--- config.mk ---
export PLATFORM = sky130hd
export DESIGN_NAME = exu_top
export DESIGN_NICKNAME = d
export VERILOG_FILES = /design/src/hw/exu_pkg.sv /design/src/hw/exu_top.sv /design/src/hw/seq_div.sv /design/src/hw/seq_mul.sv /design/src/hw/int_alu.sv
export VERILOG_INCLUDE_DIRS = /design/src /design/src/hw
export SDC_FILE = /design/constraint.sdc
export NUM_CORES = 2
export LEC_CHECK = 0
export BUFFER_PORTS_ARGS = -buffer_cell sky130_fd_sc_hd__buf_2
export CAP_MARGIN = 20
export CORE_ASPECT_RATIO = 1.75
export CORE_MARGIN = 4
export CORE_UTILIZATION = 64
export DETAILED_ROUTE_END_ITERATION = 8
export PLACE_DENSITY = 0.82
export SLEW_MARGIN = 20
export SYNTH_ARGS = -nofsm -noshare
export SYNTH_HDL_FRONTEND = slang
export SYNTH_SLANG_ARGS = --single-unit
--- constraint.sdc ---
create_clock -name clk -period 9.1 [get_ports clk]
set_input_delay 1.82 -clock clk [delete_from_list [all_inputs] [get_ports clk]]
set_output_delay 1.82 -clock clk [all_outputs]
set_load 0.02 [all_outputs]
--- src/hw/exu_cfg.svh ---
`ifndef EXU_CFG_SVH
`define EXU_CFG_SVH

// width of operands, results and the engine datapaths
`define EXU_XLEN 64

// one quotient or product bit per cycle, so the engines
// need as many steps as there are operand bits
`define EXU_MD_STEPS `EXU_XLEN

`endif
--- src/hw/exu_pkg.sv ---
`default_nettype none

`include "exu_cfg.svh"

package exu_pkg;

  // alu func field encodings
  localparam logic [2:0] FUNC_ADD  = 3'b000;
  localparam logic [2:0] FUNC_SLL  = 3'b001;
  localparam logic [2:0] FUNC_SLT  = 3'b010;
  localparam logic [2:0] FUNC_PASS = 3'b011;
  localparam logic [2:0] FUNC_XOR  = 3'b100;
  localparam logic [2:0] FUNC_SR   = 3'b101;
  localparam logic [2:0] FUNC_OR   = 3'b110;
  localparam logic [2:0] FUNC_AND  = 3'b111;

  // multiplier md_type: 00 mul, 01 mulh, 10 mulhsu, 11 mulhu
  // divider md_type: 00 div, 01 divu, 10 rem, 11 remu
  localparam logic [1:0] MUL_LO  = 2'b00;
  localparam logic [1:0] MUL_HUU = 2'b11;

  typedef struct packed {
    logic       word;
    logic       alt;
    logic [2:0] func;
  } alu_ctrl_t;

  typedef struct packed {
    logic       word;
    logic       is_div;
    logic [1:0] md_type;
    logic       rsvd;
  } md_ctrl_t;

  // same control word, decoded per operation class
  typedef union packed {
    alu_ctrl_t alu;
    md_ctrl_t  md;
  } exu_ctrl_u;

  typedef struct packed {
    logic [`EXU_XLEN-1:0] op1;
    logic [`EXU_XLEN-1:0] op2;
    logic [1:0]           md_type;
  } md_req_t;

  typedef struct packed {
    logic zero;
    logic less;
  } alu_flags_t;

endpackage

`default_nettype wire

--- src/hw/exu_top.sv ---
`timescale 1ns/10ps
`default_nettype none

`include "exu_cfg.svh"

module exu_top import exu_pkg::*; (
  input  wire logic                 clk,
  input  wire logic                 rst_n,
  input  wire exu_ctrl_u            ctrl_i,
  input  wire logic [`EXU_XLEN-1:0] src1_i,
  input  wire logic [`EXU_XLEN-1:0] src2_i,
  input  wire logic                 md_en_i,
  input  wire logic                 flush_i,
  output logic [`EXU_XLEN-1:0]      result_o,
  output alu_flags_t                flags_o,
  output logic                      busy_o
);

  localparam int XLEN = `EXU_XLEN;

  md_ctrl_t        md_ctrl;
  logic            op1_sgn;
  logic            op2_sgn;
  logic [XLEN-1:0] op1_ext;
  logic [XLEN-1:0] op2_ext;
  md_req_t         md_req;
  logic            md_en_q;
  logic            req_q;
  logic            res_vld_q;
  logic [XLEN-1:0] res_q;
  logic            start;
  logic            mul_start;
  logic            div_start;
  logic            mul_done;
  logic            div_done;
  logic [XLEN-1:0] mul_res;
  logic [XLEN-1:0] div_res;
  logic [XLEN-1:0] alu_res;
  logic [XLEN-1:0] md_out;

  assign md_ctrl = ctrl_i.md;

  // per-operand signedness for the word-form extension
  always_comb begin
    if (md_ctrl.is_div) begin
      op1_sgn = ~md_ctrl.md_type[0];
      op2_sgn = ~md_ctrl.md_type[0];
    end else begin
      op1_sgn = (md_ctrl.md_type != MUL_HUU);
      op2_sgn = ~md_ctrl.md_type[1];
    end
  end

  assign op1_ext = md_ctrl.word ? {{(XLEN-32){op1_sgn & src1_i[31]}}, src1_i[31:0]} : src1_i;
  assign op2_ext = md_ctrl.word ? {{(XLEN-32){op2_sgn & src2_i[31]}}, src2_i[31:0]} : src2_i;
  assign md_req  = '{op1: op1_ext, op2: op2_ext, md_type: md_ctrl.md_type};

  // a new M operation starts on the rising edge of md_en_i
  assign start     = md_en_i & ~md_en_q;
  assign mul_start = start & ~md_ctrl.is_div;
  assign div_start = start & md_ctrl.is_div;

  always_ff @(posedge clk or negedge rst_n) begin
    if (!rst_n) begin
      md_en_q   <= 1'b0;
      req_q     <= 1'b0;
      res_vld_q <= 1'b0;
    end else begin
      md_en_q <= md_en_i;
      if (flush_i) begin
        req_q     <= 1'b0;
        res_vld_q <= 1'b0;
      end else if (start) begin
        req_q     <= 1'b1;
        res_vld_q <= 1'b0;
      end else if (req_q && (mul_done || div_done)) begin
        req_q     <= 1'b0;
        res_vld_q <= 1'b1;
      end else if (!md_en_i) begin
        res_vld_q <= 1'b0;
      end
    end
  end

  always_ff @(posedge clk) begin
    if (req_q && (mul_done || div_done)) begin
      res_q <= div_done ? div_res : mul_res;
    end
  end

  int_alu u_alu (
    .ctrl_i   (ctrl_i.alu),
    .src1_i   (src1_i),
    .src2_i   (src2_i),
    .result_o (alu_res),
    .flags_o  (flags_o)
  );

  seq_mul u_mul (
    .clk      (clk),
    .rst_n    (rst_n),
    .flush_i  (flush_i),
    .start_i  (mul_start),
    .req_i    (md_req),
    .done_o   (mul_done),
    .result_o (mul_res)
  );

  seq_div u_div (
    .clk      (clk),
    .rst_n    (rst_n),
    .flush_i  (flush_i),
    .start_i  (div_start),
    .req_i    (md_req),
    .done_o   (div_done),
    .result_o (div_res)
  );

  // busy from the first md_en_i cycle until a result is captured
  assign busy_o = md_en_i & ~res_vld_q & (start | req_q);

  assign md_out   = md_ctrl.word ? {{(XLEN-32){res_q[31]}}, res_q[31:0]} : res_q;
  assign result_o = md_en_i ? md_out : alu_res;

endmodule

`default_nettype wire

--- src/hw/seq_div.sv ---
`timescale 1ns/10ps
`default_nettype none

`include "exu_cfg.svh"

module seq_div import exu_pkg::*; (
  input  wire logic            clk,
  input  wire logic            rst_n,
  input  wire logic            flush_i,
  input  wire logic            start_i,
  input  wire md_req_t         req_i,
  output logic                 done_o,
  output logic [`EXU_XLEN-1:0] result_o
);

  localparam int XLEN  = `EXU_XLEN;
  localparam int STEPS = `EXU_MD_STEPS;
  localparam int CW    = $clog2(STEPS + 1);

  logic            sgn;
  logic            n_neg;
  logic            d_neg;
  logic [XLEN-1:0] mag_n;
  logic [XLEN-1:0] mag_d;
  logic            run_q;
  logic            done_q;
  logic [CW-1:0]   cnt_q;
  logic [XLEN-1:0] rem_q;
  logic [XLEN-1:0] quo_q;
  logic [XLEN-1:0] dvs_q;
  logic [XLEN-1:0] dvd_q;
  logic            q_neg_q;
  logic            r_neg_q;
  logic            zero_q;
  logic            ovf_q;
  logic            rem_sel_q;
  logic [XLEN:0]   part;
  logic [XLEN+1:0] diff;
  logic            borrow;
  logic [XLEN-1:0] q_fix;
  logic [XLEN-1:0] r_fix;

  // odd md_type values are the unsigned forms
  assign sgn   = ~req_i.md_type[0];
  assign n_neg = sgn & req_i.op1[XLEN-1];
  assign d_neg = sgn & req_i.op2[XLEN-1];
  assign mag_n = n_neg ? -req_i.op1 : req_i.op1;
  assign mag_d = d_neg ? -req_i.op2 : req_i.op2;

  always_ff @(posedge clk or negedge rst_n) begin
    if (!rst_n) begin
      run_q  <= 1'b0;
      done_q <= 1'b0;
      cnt_q  <= '0;
    end else if (flush_i) begin
      run_q  <= 1'b0;
      done_q <= 1'b0;
      cnt_q  <= '0;
    end else if (start_i) begin
      run_q  <= 1'b1;
      done_q <= 1'b0;
      cnt_q  <= '0;
    end else if (run_q) begin
      cnt_q <= cnt_q + 1'b1;
      if (cnt_q == CW'(STEPS - 1)) begin
        run_q  <= 1'b0;
        done_q <= 1'b1;
      end
    end else begin
      done_q <= 1'b0;
    end
  end

  // trial subtract of the divisor from the shifted partial remainder
  assign part   = {rem_q, quo_q[XLEN-1]};
  assign diff   = {1'b0, part} - {2'b00, dvs_q};
  assign borrow = diff[XLEN+1];

  always_ff @(posedge clk) begin
    if (start_i) begin
      rem_q     <= '0;
      quo_q     <= mag_n;
      dvs_q     <= mag_d;
      dvd_q     <= req_i.op1;
      q_neg_q   <= n_neg ^ d_neg;
      r_neg_q   <= n_neg;
      zero_q    <= (req_i.op2 == '0);
      ovf_q     <= sgn & (req_i.op1 == {1'b1, {(XLEN-1){1'b0}}}) & (&req_i.op2);
      rem_sel_q <= req_i.md_type[1];
    end else if (run_q) begin
      quo_q <= {quo_q[XLEN-2:0], ~borrow};
      rem_q <= borrow ? part[XLEN-1:0] : diff[XLEN-1:0];
    end
  end

  assign q_fix = q_neg_q ? -quo_q : quo_q;
  assign r_fix = r_neg_q ? -rem_q : rem_q;

  // riscv defines fixed results for divide by zero and signed overflow
  always_comb begin
    if (zero_q) begin
      result_o = rem_sel_q ? dvd_q : '1;
    end else if (ovf_q) begin
      result_o = rem_sel_q ? '0 : dvd_q;
    end else begin
      result_o = rem_sel_q ? r_fix : q_fix;
    end
  end

  assign done_o = done_q;

endmodule

`default_nettype wire

--- src/hw/seq_mul.sv ---
`timescale 1ns/10ps
`default_nettype none

`include "exu_cfg.svh"

module seq_mul import exu_pkg::*; (
  input  wire logic            clk,
  input  wire logic            rst_n,
  input  wire logic            flush_i,
  input  wire logic            start_i,
  input  wire md_req_t         req_i,
  output logic                 done_o,
  output logic [`EXU_XLEN-1:0] result_o
);

  localparam int XLEN  = `EXU_XLEN;
  localparam int STEPS = `EXU_MD_STEPS;
  localparam int CW    = $clog2(STEPS + 1);

  logic              sgn_a;
  logic              sgn_b;
  logic              neg_d;
  logic [XLEN-1:0]   mag_a;
  logic [XLEN-1:0]   mag_b;
  logic              run_q;
  logic              done_q;
  logic [CW-1:0]     cnt_q;
  logic              neg_q;
  logic [1:0]        type_q;
  logic [XLEN-1:0]   mcand_q;
  logic [2*XLEN-1:0] acc_q;
  logic [XLEN:0]     part_sum;
  logic [2*XLEN-1:0] prod;

  // mulhu is the only fully unsigned type, mulhsu leaves op2 unsigned
  assign sgn_a = (req_i.md_type != MUL_HUU);
  assign sgn_b = ~req_i.md_type[1];
  assign mag_a = (sgn_a & req_i.op1[XLEN-1]) ? -req_i.op1 : req_i.op1;
  assign mag_b = (sgn_b & req_i.op2[XLEN-1]) ? -req_i.op2 : req_i.op2;
  assign neg_d = (sgn_a & req_i.op1[XLEN-1]) ^ (sgn_b & req_i.op2[XLEN-1]);

  always_ff @(posedge clk or negedge rst_n) begin
    if (!rst_n) begin
      run_q  <= 1'b0;
      done_q <= 1'b0;
      cnt_q  <= '0;
    end else if (flush_i) begin
      run_q  <= 1'b0;
      done_q <= 1'b0;
      cnt_q  <= '0;
    end else if (start_i) begin
      run_q  <= 1'b1;
      done_q <= 1'b0;
      cnt_q  <= '0;
    end else if (run_q) begin
      cnt_q <= cnt_q + 1'b1;
      if (cnt_q == CW'(STEPS - 1)) begin
        run_q  <= 1'b0;
        done_q <= 1'b1;
      end
    end else begin
      done_q <= 1'b0;
    end
  end

  // high half accumulates, low half holds the remaining multiplier bits
  assign part_sum = {1'b0, acc_q[2*XLEN-1:XLEN]} + (acc_q[0] ? {1'b0, mcand_q} : '0);

  always_ff @(posedge clk) begin
    if (start_i) begin
      acc_q   <= {{XLEN{1'b0}}, mag_b};
      mcand_q <= mag_a;
      neg_q   <= neg_d;
      type_q  <= req_i.md_type;
    end else if (run_q) begin
      acc_q <= {part_sum, acc_q[XLEN-1:1]};
    end
  end

  assign prod     = neg_q ? -acc_q : acc_q;
  assign result_o = (type_q == MUL_LO) ? prod[XLEN-1:0] : prod[2*XLEN-1:XLEN];
  assign done_o   = done_q;

endmodule

`default_nettype wire

--- src/hw/int_alu.sv ---
`timescale 1ns/10ps
`default_nettype none

`include "exu_cfg.svh"

module int_alu import exu_pkg::*; (
  input  wire alu_ctrl_t            ctrl_i,
  input  wire logic [`EXU_XLEN-1:0] src1_i,
  input  wire logic [`EXU_XLEN-1:0] src2_i,
  output logic [`EXU_XLEN-1:0]      result_o,
  output alu_flags_t                flags_o
);

  localparam int XLEN = `EXU_XLEN;
  localparam int SHW  = $clog2(XLEN);

  function automatic logic [XLEN-1:0] bit_rev(input logic [XLEN-1:0] val);
    logic [XLEN-1:0] rev;
    for (int i = 0; i < XLEN; i++) begin
      rev[i] = val[XLEN-1-i];
    end
    return rev;
  endfunction

  logic                   sub_en;
  logic [XLEN-1:0]        b_opnd;
  logic [XLEN-1:0]        sum;
  logic                   carry;
  logic                   ovf;
  logic                   less;
  logic                   shl;
  logic [SHW-1:0]         shamt;
  logic [XLEN-1:0]        sh_src;
  logic                   sh_fill;
  logic signed [XLEN:0]   sh_ext;
  logic [XLEN-1:0]        sh_res;
  logic [XLEN-1:0]        alu_out;

  // slt always compares through a subtract
  assign sub_en = ctrl_i.alt | (ctrl_i.func == FUNC_SLT);
  assign b_opnd = src2_i ^ {XLEN{sub_en}};
  assign {carry, sum} = {1'b0, src1_i} + {1'b0, b_opnd} + {{XLEN{1'b0}}, sub_en};

  assign ovf = (src1_i[XLEN-1] == b_opnd[XLEN-1]) & (sum[XLEN-1] != src1_i[XLEN-1]);
  // alt picks unsigned compare, no carry out means borrow
  assign less = ctrl_i.alt ? ~carry : (sum[XLEN-1] ^ ovf);

  // left shifts reuse the right shifter on reversed bits
  assign shl   = (ctrl_i.func == FUNC_SLL);
  assign shamt = ctrl_i.word ? {1'b0, src2_i[4:0]} : src2_i[SHW-1:0];

  always_comb begin
    if (shl) begin
      sh_src = bit_rev(src1_i);
    end else if (ctrl_i.word) begin
      sh_src = {{(XLEN-32){ctrl_i.alt & src1_i[31]}}, src1_i[31:0]};
    end else begin
      sh_src = src1_i;
    end
  end

  assign sh_fill = ~shl & ctrl_i.alt & sh_src[XLEN-1];
  assign sh_ext  = $signed({sh_fill, sh_src}) >>> shamt;
  assign sh_res  = shl ? bit_rev(sh_ext[XLEN-1:0]) : sh_ext[XLEN-1:0];

  always_comb begin
    case (ctrl_i.func)
      FUNC_ADD:  alu_out = sum;
      FUNC_SLL:  alu_out = sh_res;
      FUNC_SLT:  alu_out = {{(XLEN-1){1'b0}}, less};
      FUNC_PASS: alu_out = src2_i;
      FUNC_XOR:  alu_out = src1_i ^ src2_i;
      FUNC_SR:   alu_out = sh_res;
      FUNC_OR:   alu_out = src1_i | src2_i;
      FUNC_AND:  alu_out = src1_i & src2_i;
    endcase
  end

  // word forms return the low half sign-extended
  assign result_o = ctrl_i.word ? {{(XLEN-32){alu_out[31]}}, alu_out[31:0]} : alu_out;

  assign flags_o = '{zero: ~|sum, less: less};

endmodule

`default_nettype wire

==> out/results.ini, run 1 <==
[outcome]
status = stopped before the end
failing_step = global routing (5_1_grt)
error = [ERROR GRT-0116] Global routing finished with congestion. Check the congestion regions in the DRC Viewer.

[logic_synthesis]
synth_cells = 7306
synth_edf_count = 392
ys_types = 107
synth_fa_ha_area_share_pct = 7.365
ys_seq_area_share_pct = 25.89
synth_xor_area_share_pct = 10.84
ys_ff_latch = 541
muxShareOfSynthArea_pct = 5.723
synth_area_sq_um = 57390
synthArstFlopShare_pct = 3.882
yosysWarnings = 0
synth-main-ff-cell = edfxtp_1
syn_nets = 7779
synth_top_family_by_area = compound AO/OA/AOI/OAI gates
yosys.area_share.simple_pct = 19.51
synth-compound-area-share_pct = 25.11
syn_avg_cell_area_sq_um = 7.855

[clock_tree]
hold_buffers = 0
clock_sinks = 541
cts_root_buf = clkbuf_16
htreeDepth = 2
cts_buffers = 52
cts.path.max_buffers = 3
cts_setup_buffers = 0

[grt]
grt_pass1_wl_mm = 517.5
grt_overflow_total = 329
grt_pass1_vias = 69940
grt_usage_pct = 72.98
grt_max_degree = 138

[placement]
hpwl_mm = 231.6
place_congestion = 1.379
port_buffers = 203

[floorplan]
num_io_pins = 204
die_h_um = 404.1
rows = 145
die_w_um = 234.4
start_util_pct = 64.42

logic make-up after synthesis:
group,count (synthesis)
AOI/OAI and AO/OA,2282
xor gates and xnor gates,710
adders and majority gates,336
buffers and inverters,830
DFF,541
muxes,233
and+or+nand+nor,2374
per-layer routing:
layer	GRT overflow	track usage [%]
met1	1	73.80
met2	180	90.37
met3	4	55.20
met4	144	71.98
met5	0	22.25
cells in the mapped netlist, types with 23 or more instances:
| cell type | number | area, sq um |
|---|---|---|
| nand2_1 | 826 | 3100 |
| nor2_1 | 708 | 2658 |
| o21ai_0 | 658 | 3293 |
| a21oi_1 | 562 | 2813 |
| clkbuf_1 | 460 | 1727 |
| xnor2_1 | 424 | 3714 |
| edfxtp_1 | 392 | 11770 |
| ha_1 | 333 | 4167 |
| inv_1 | 286 | 1074 |
| xor2_1 | 286 | 2505 |
| nor3_1 | 133 | 665.6 |
| mux2i_1 | 129 | 1291 |
| dfxtp_1 | 128 | 2562 |
| a21o_1 | 112 | 840.8 |
| o31ai_1 | 112 | 840.8 |
| nand3_1 | 101 | 505.5 |
| and2_1 | 96 | 600.6 |
| o22ai_1 | 90 | 563.0 |
| a221oi_1 | 89 | 779.5 |
| nand4_1 | 85 | 531.8 |
| o211ai_1 | 81 | 608.1 |
| a211oi_1 | 77 | 578.1 |
| a31oi_1 | 74 | 462.9 |
| mux4_2 | 73 | 1644 |
| or3_1 | 64 | 400.4 |
| nor4_1 | 62 | 387.9 |
| or4_1 | 52 | 390.4 |
| buf_1 | 41 | 153.9 |
| o21a_1 | 41 | 307.8 |
| a22oi_1 | 40 | 300.3 |
| and3_1 | 39 | 244.0 |
| a311oi_1 | 38 | 332.8 |
| o21bai_1 | 38 | 285.3 |
| o221ai_1 | 38 | 332.8 |
| o41ai_1 | 38 | 332.8 |
| or2_2 | 37 | 231.5 |
| nand2b_1 | 35 | 219.0 |
| mux2_2 | 31 | 349.1 |
| nor2b_1 | 29 | 181.4 |
| buf_2 | 24 | 120.1 |
| o21ai_1 | 23 | 115.1 |
timing repair:
item | in CTS
gates resized for setup | 6
gates cloned | 0
endpoints found under the setup margin | 8
per-stage QoR:
| step | util, % | cell area (sq um) | setup WS (ps) | instances | TNS, ps |
|---|---|---|---|---|---|
| after detailed placement | 67.37 | 60010 | -896.7 | 8403 | -2123 |
| after CTS | 69.28 | 61720 | 32.71 | 8498 | 0 |
| after global placement | 67.37 | 60010 | -869.7 | 8403 | -2541 |
| after floorplan | - | 57390 | 643.8 | 7306 | 0 |
==> run 2, diff against run 1 <==
--- a/config.mk
+++ b/config.mk
@@ -8,11 +8,10 @@
 export LEC_CHECK = 0
 export BUFFER_PORTS_ARGS = -buffer_cell sky130_fd_sc_hd__buf_2
 export CAP_MARGIN = 20
-export CORE_ASPECT_RATIO = 1.75
 export CORE_MARGIN = 4
-export CORE_UTILIZATION = 64
+export CORE_UTILIZATION = 40
 export DETAILED_ROUTE_END_ITERATION = 8
-export PLACE_DENSITY = 0.82
+export PLACE_DENSITY_LB_ADDON = 0.15
 export SLEW_MARGIN = 20
 export SYNTH_ARGS = -nofsm -noshare
 export SYNTH_HDL_FRONTEND = slang
==> run 2 against run 1 <==
Synthesized area did not move. Synthesized cell count did not move. The flow now finishes without violations.
==> out/results.ini, run 2 <==
[logic_synthesis]
synth_edf_count = 392  ; unchanged
synthTopCellsByCount = 826 x nand2_1, 708 x nor2_1, 658 x o21ai_0  ; unchanged
ys_seq_area_share_pct = 25.89  ; unchanged
ys_ff_latch = 541  ; unchanged
yosysWarnings = 0  ; unchanged
synth.area.top_cells = edfxtp_1 21%, ha_1 7.3%, xnor2_1 6.5%  ; unchanged
synth-main-ff-cell = edfxtp_1  ; unchanged
synth_cells = 7306  ; unchanged
synth_most_common_cell = nand2_1  ; unchanged
synth_area_sq_um = 57390  ; unchanged
synthArstFlopShare_pct = 3.882  ; unchanged
yosys.area.top_type = edfxtp_1  ; unchanged
syn_nets = 7779  ; unchanged
syn_avg_cell_area_sq_um = 7.855  ; unchanged
yosysTopAreaCellShare_pct = 20.51  ; unchanged
ys_types = 107  ; unchanged

[floorplan]
die_h_um = 386.8  ; was 404.1 um
rows = 138  ; was 145
num_io_pins = 204  ; unchanged
start_util_pct = 40.38  ; was 64.42%
core_sq_um = 142100
die_w_um = 386.8  ; was 234.4 um
dieArea_sq_um = 149600

[timing]
fmax_mhz = 111.9
setup_slack_ps = 159.6
fin_crit_sh_pct = 98.25
slew_headroom_pct = 17.85
slew_violations = 0
hold_violations = 0
setup_viol = 0
rsz0062_at_grt = no
tightestPinTransition_ps = 1219
finalCriticalPeriod_ps = 8940
finalClockSkew_ps = 51.92

[layout]
nets = 7847
largest_reg_flops = 128
mostFrequentLayoutCells = 822 x nand2_1, 693 x nor2_1, 652 x o21ai_0
finalInstanceArea_sq_um = 64080
fin_cells = 9347
largest-register = u_mul.acc_q
area_growth_syn_to_layout_pct = 11.66
drive_gt1_share_pct = 11.95
fin_util_pct = 45.09
final_common_cell = nand2_1

[detailed_routing]
wl_mm = 334.0
vias = 61951
drtIter0Drc = 7881
ant_nets = 0
drc_errors = 0
wire_per_inst_um = 35.73
drtPass1Iterations = 6
avgViaCountPerCell = 6.628

[outcome]
status = complete, no violations  ; was stopped before the end

[grt]
antenna_found_initial = 40
grt_usage_pct = 42.51
grt_max_degree = 114
grt_pass1_wl_mm = 454.3
grt_pass1_vias = 56985
grt_overflow_total = 0

[placement]
port_buffers = 203  ; unchanged
place_inst = 9188  ; was 8,403
hpwl_mm = 264.8  ; was 231.6 mm
place_congestion = 1.137  ; was 1.379
post-place-ws_ps = -191.1  ; was -896.7 ps
placed_area_sq_um = 61490  ; was 60,010 sq um

[worst_setup_path]
r2r-end = res_q[50]
criticalPathCategory = in2out
worst_setup_path_end_kind = output port
reg2reg_from = u_mul.acc_q[14]
timing.critical_path.required_ps = 7280
cp_max_fo = 27
worst_setup_path_start_kind = primary input
worstPathArrival_ps = 7120
r2r_slack_ps = 3360
r2r_cells = 10

[worst_hold_path]
holdCritPathClass = reg2reg
min_from = u_mul.acc_q[125]
min_to = u_mul.acc_q[125]
min_path_cells = 2

[clock_tree]
cts.clk_slew.worst_paths_ps = 60
cts_root_buf = clkbuf_16  ; unchanged
cts_buffers = 73  ; was 52
cts.path.max_buffers = 3  ; unchanged
clock_sinks = 541  ; unchanged
htreeDepth = 3  ; was 2
hold_buffers = 0  ; unchanged
cts_tree = done
clkLatencyLatePin_ps = 720

[power]
power_leakage_uw = 0.02511
power.density_nw_per_um2 = 194.3
peakVddDrop_v = 0.0002794

[flow_run]
drv_cap = 0

-- run 2: cell counts after synthesis --
No cell type changed its count.
-- run 2: final cells by class --
class | instances | area [sq um]
Clock inverter | 46 | 515.5
Sequential cell | 541 | 14860
Multi-Input combinational cell | 5935 | 39520
Clock buffer | 88 | 1964
Inverter | 295 | 1115
Fill cell | 14370 | 78030
Timing Repair Buffer | 528 | 3669
Tap cell | 1890 | 2365
Antenna cell | 24 | 60.06
-- run 2: logic make-up (layout without fill, tap and decap cells) --
| kind of cell | after synthesis | after routing | synth area share [%] |
|---|---|---|---|
| AO/OA/AOI/OAI | 2282 | 2282 | 25.11 |
| XOR/XNOR | 710 | 710 | 10.84 |
| adder cells (fa/ha/maj) | 336 | 336 | 7.365 |
| buffers and inverters | 830 | 957 | 5.558 |
| flip-flops | 541 | 541 | 25.89 |
| multiplexers | 233 | 233 | 5.723 |
| other | 0 | 24 | 0 |
| AND/OR/NAND/NOR | 2374 | 2374 | 19.51 |
-- run 2: worst max-delay path: stages --
cell	delay (ps)
buf_4	130
nor3b_2	320
nor2_4	90
buf_12	190
xnor2_1	150
ha_1	390
a21oi_1	360
and2_1	210
a21oi_1	110
buf_4	160
o21ai_0	410
o21ai_0	250
xor2_1	240
or3b_2	470
nor4_1	330
buf_4	190
nand4_1	200
buf_4	210
nand4bb_1	250
nor4_2	310
buf_4	180
buf_2	150
-- run 2: per-stage QoR --
stage	TNS (ps)	power, uW	hold slack, ps
finish	0	12450	513.9
floorplan	0	6877	475.8
detailed placement	-191.1	9150	506.1
CTS	0	12240	513.8
global route	0	12940	544.2
global placement	-336.0	9153	499.9
-- run 2: per-layer routing --
layer  vias up  GRT usage [%]  share of wire (%)
met1     30421          55.11                 39
li1      26937              -                  -
met5         -              0              0.019
met3       790          9.660                 10
met4        10          30.34                8.7
met2      3793          62.23                 41
-- run 2: report_power, final --
part,switching [uW],internal (uW),leakage [uW]
logic,3930,2000,0.0189
registers,468,2970,0.00498
clock network,1320,1760,0.00122
total,5720,6730,0.0251
-- run 2: worst max-delay path by stage --
stage | cells after the start | end | start | slack [ps]
2_1_floorplan | 18 | flags_o[1] | ctrl_i[2] | 640
4_1_cts | 22 | flags_o[1] | ctrl_i[2] | 150
3_5_place_dp | 21 | flags_o[1] | ctrl_i[2] | -190
5_1_grt | 22 | flags_o[1] | ctrl_i[2] | 10
6_report | 22 | flags_o[1] | ctrl_i[2] | 160
3_3_place_gp | 21 | flags_o[1] | ctrl_i[2] | -250
-- run 2: what timing repair did --
action                                  4_1_cts  5_1_grt
endpoints found under the setup margin        3        1
endpoints found under the hold margin         0        0
gates resized for setup                       4        3
buffers inserted                              0        0
Power figures use the tool's default switching activity.
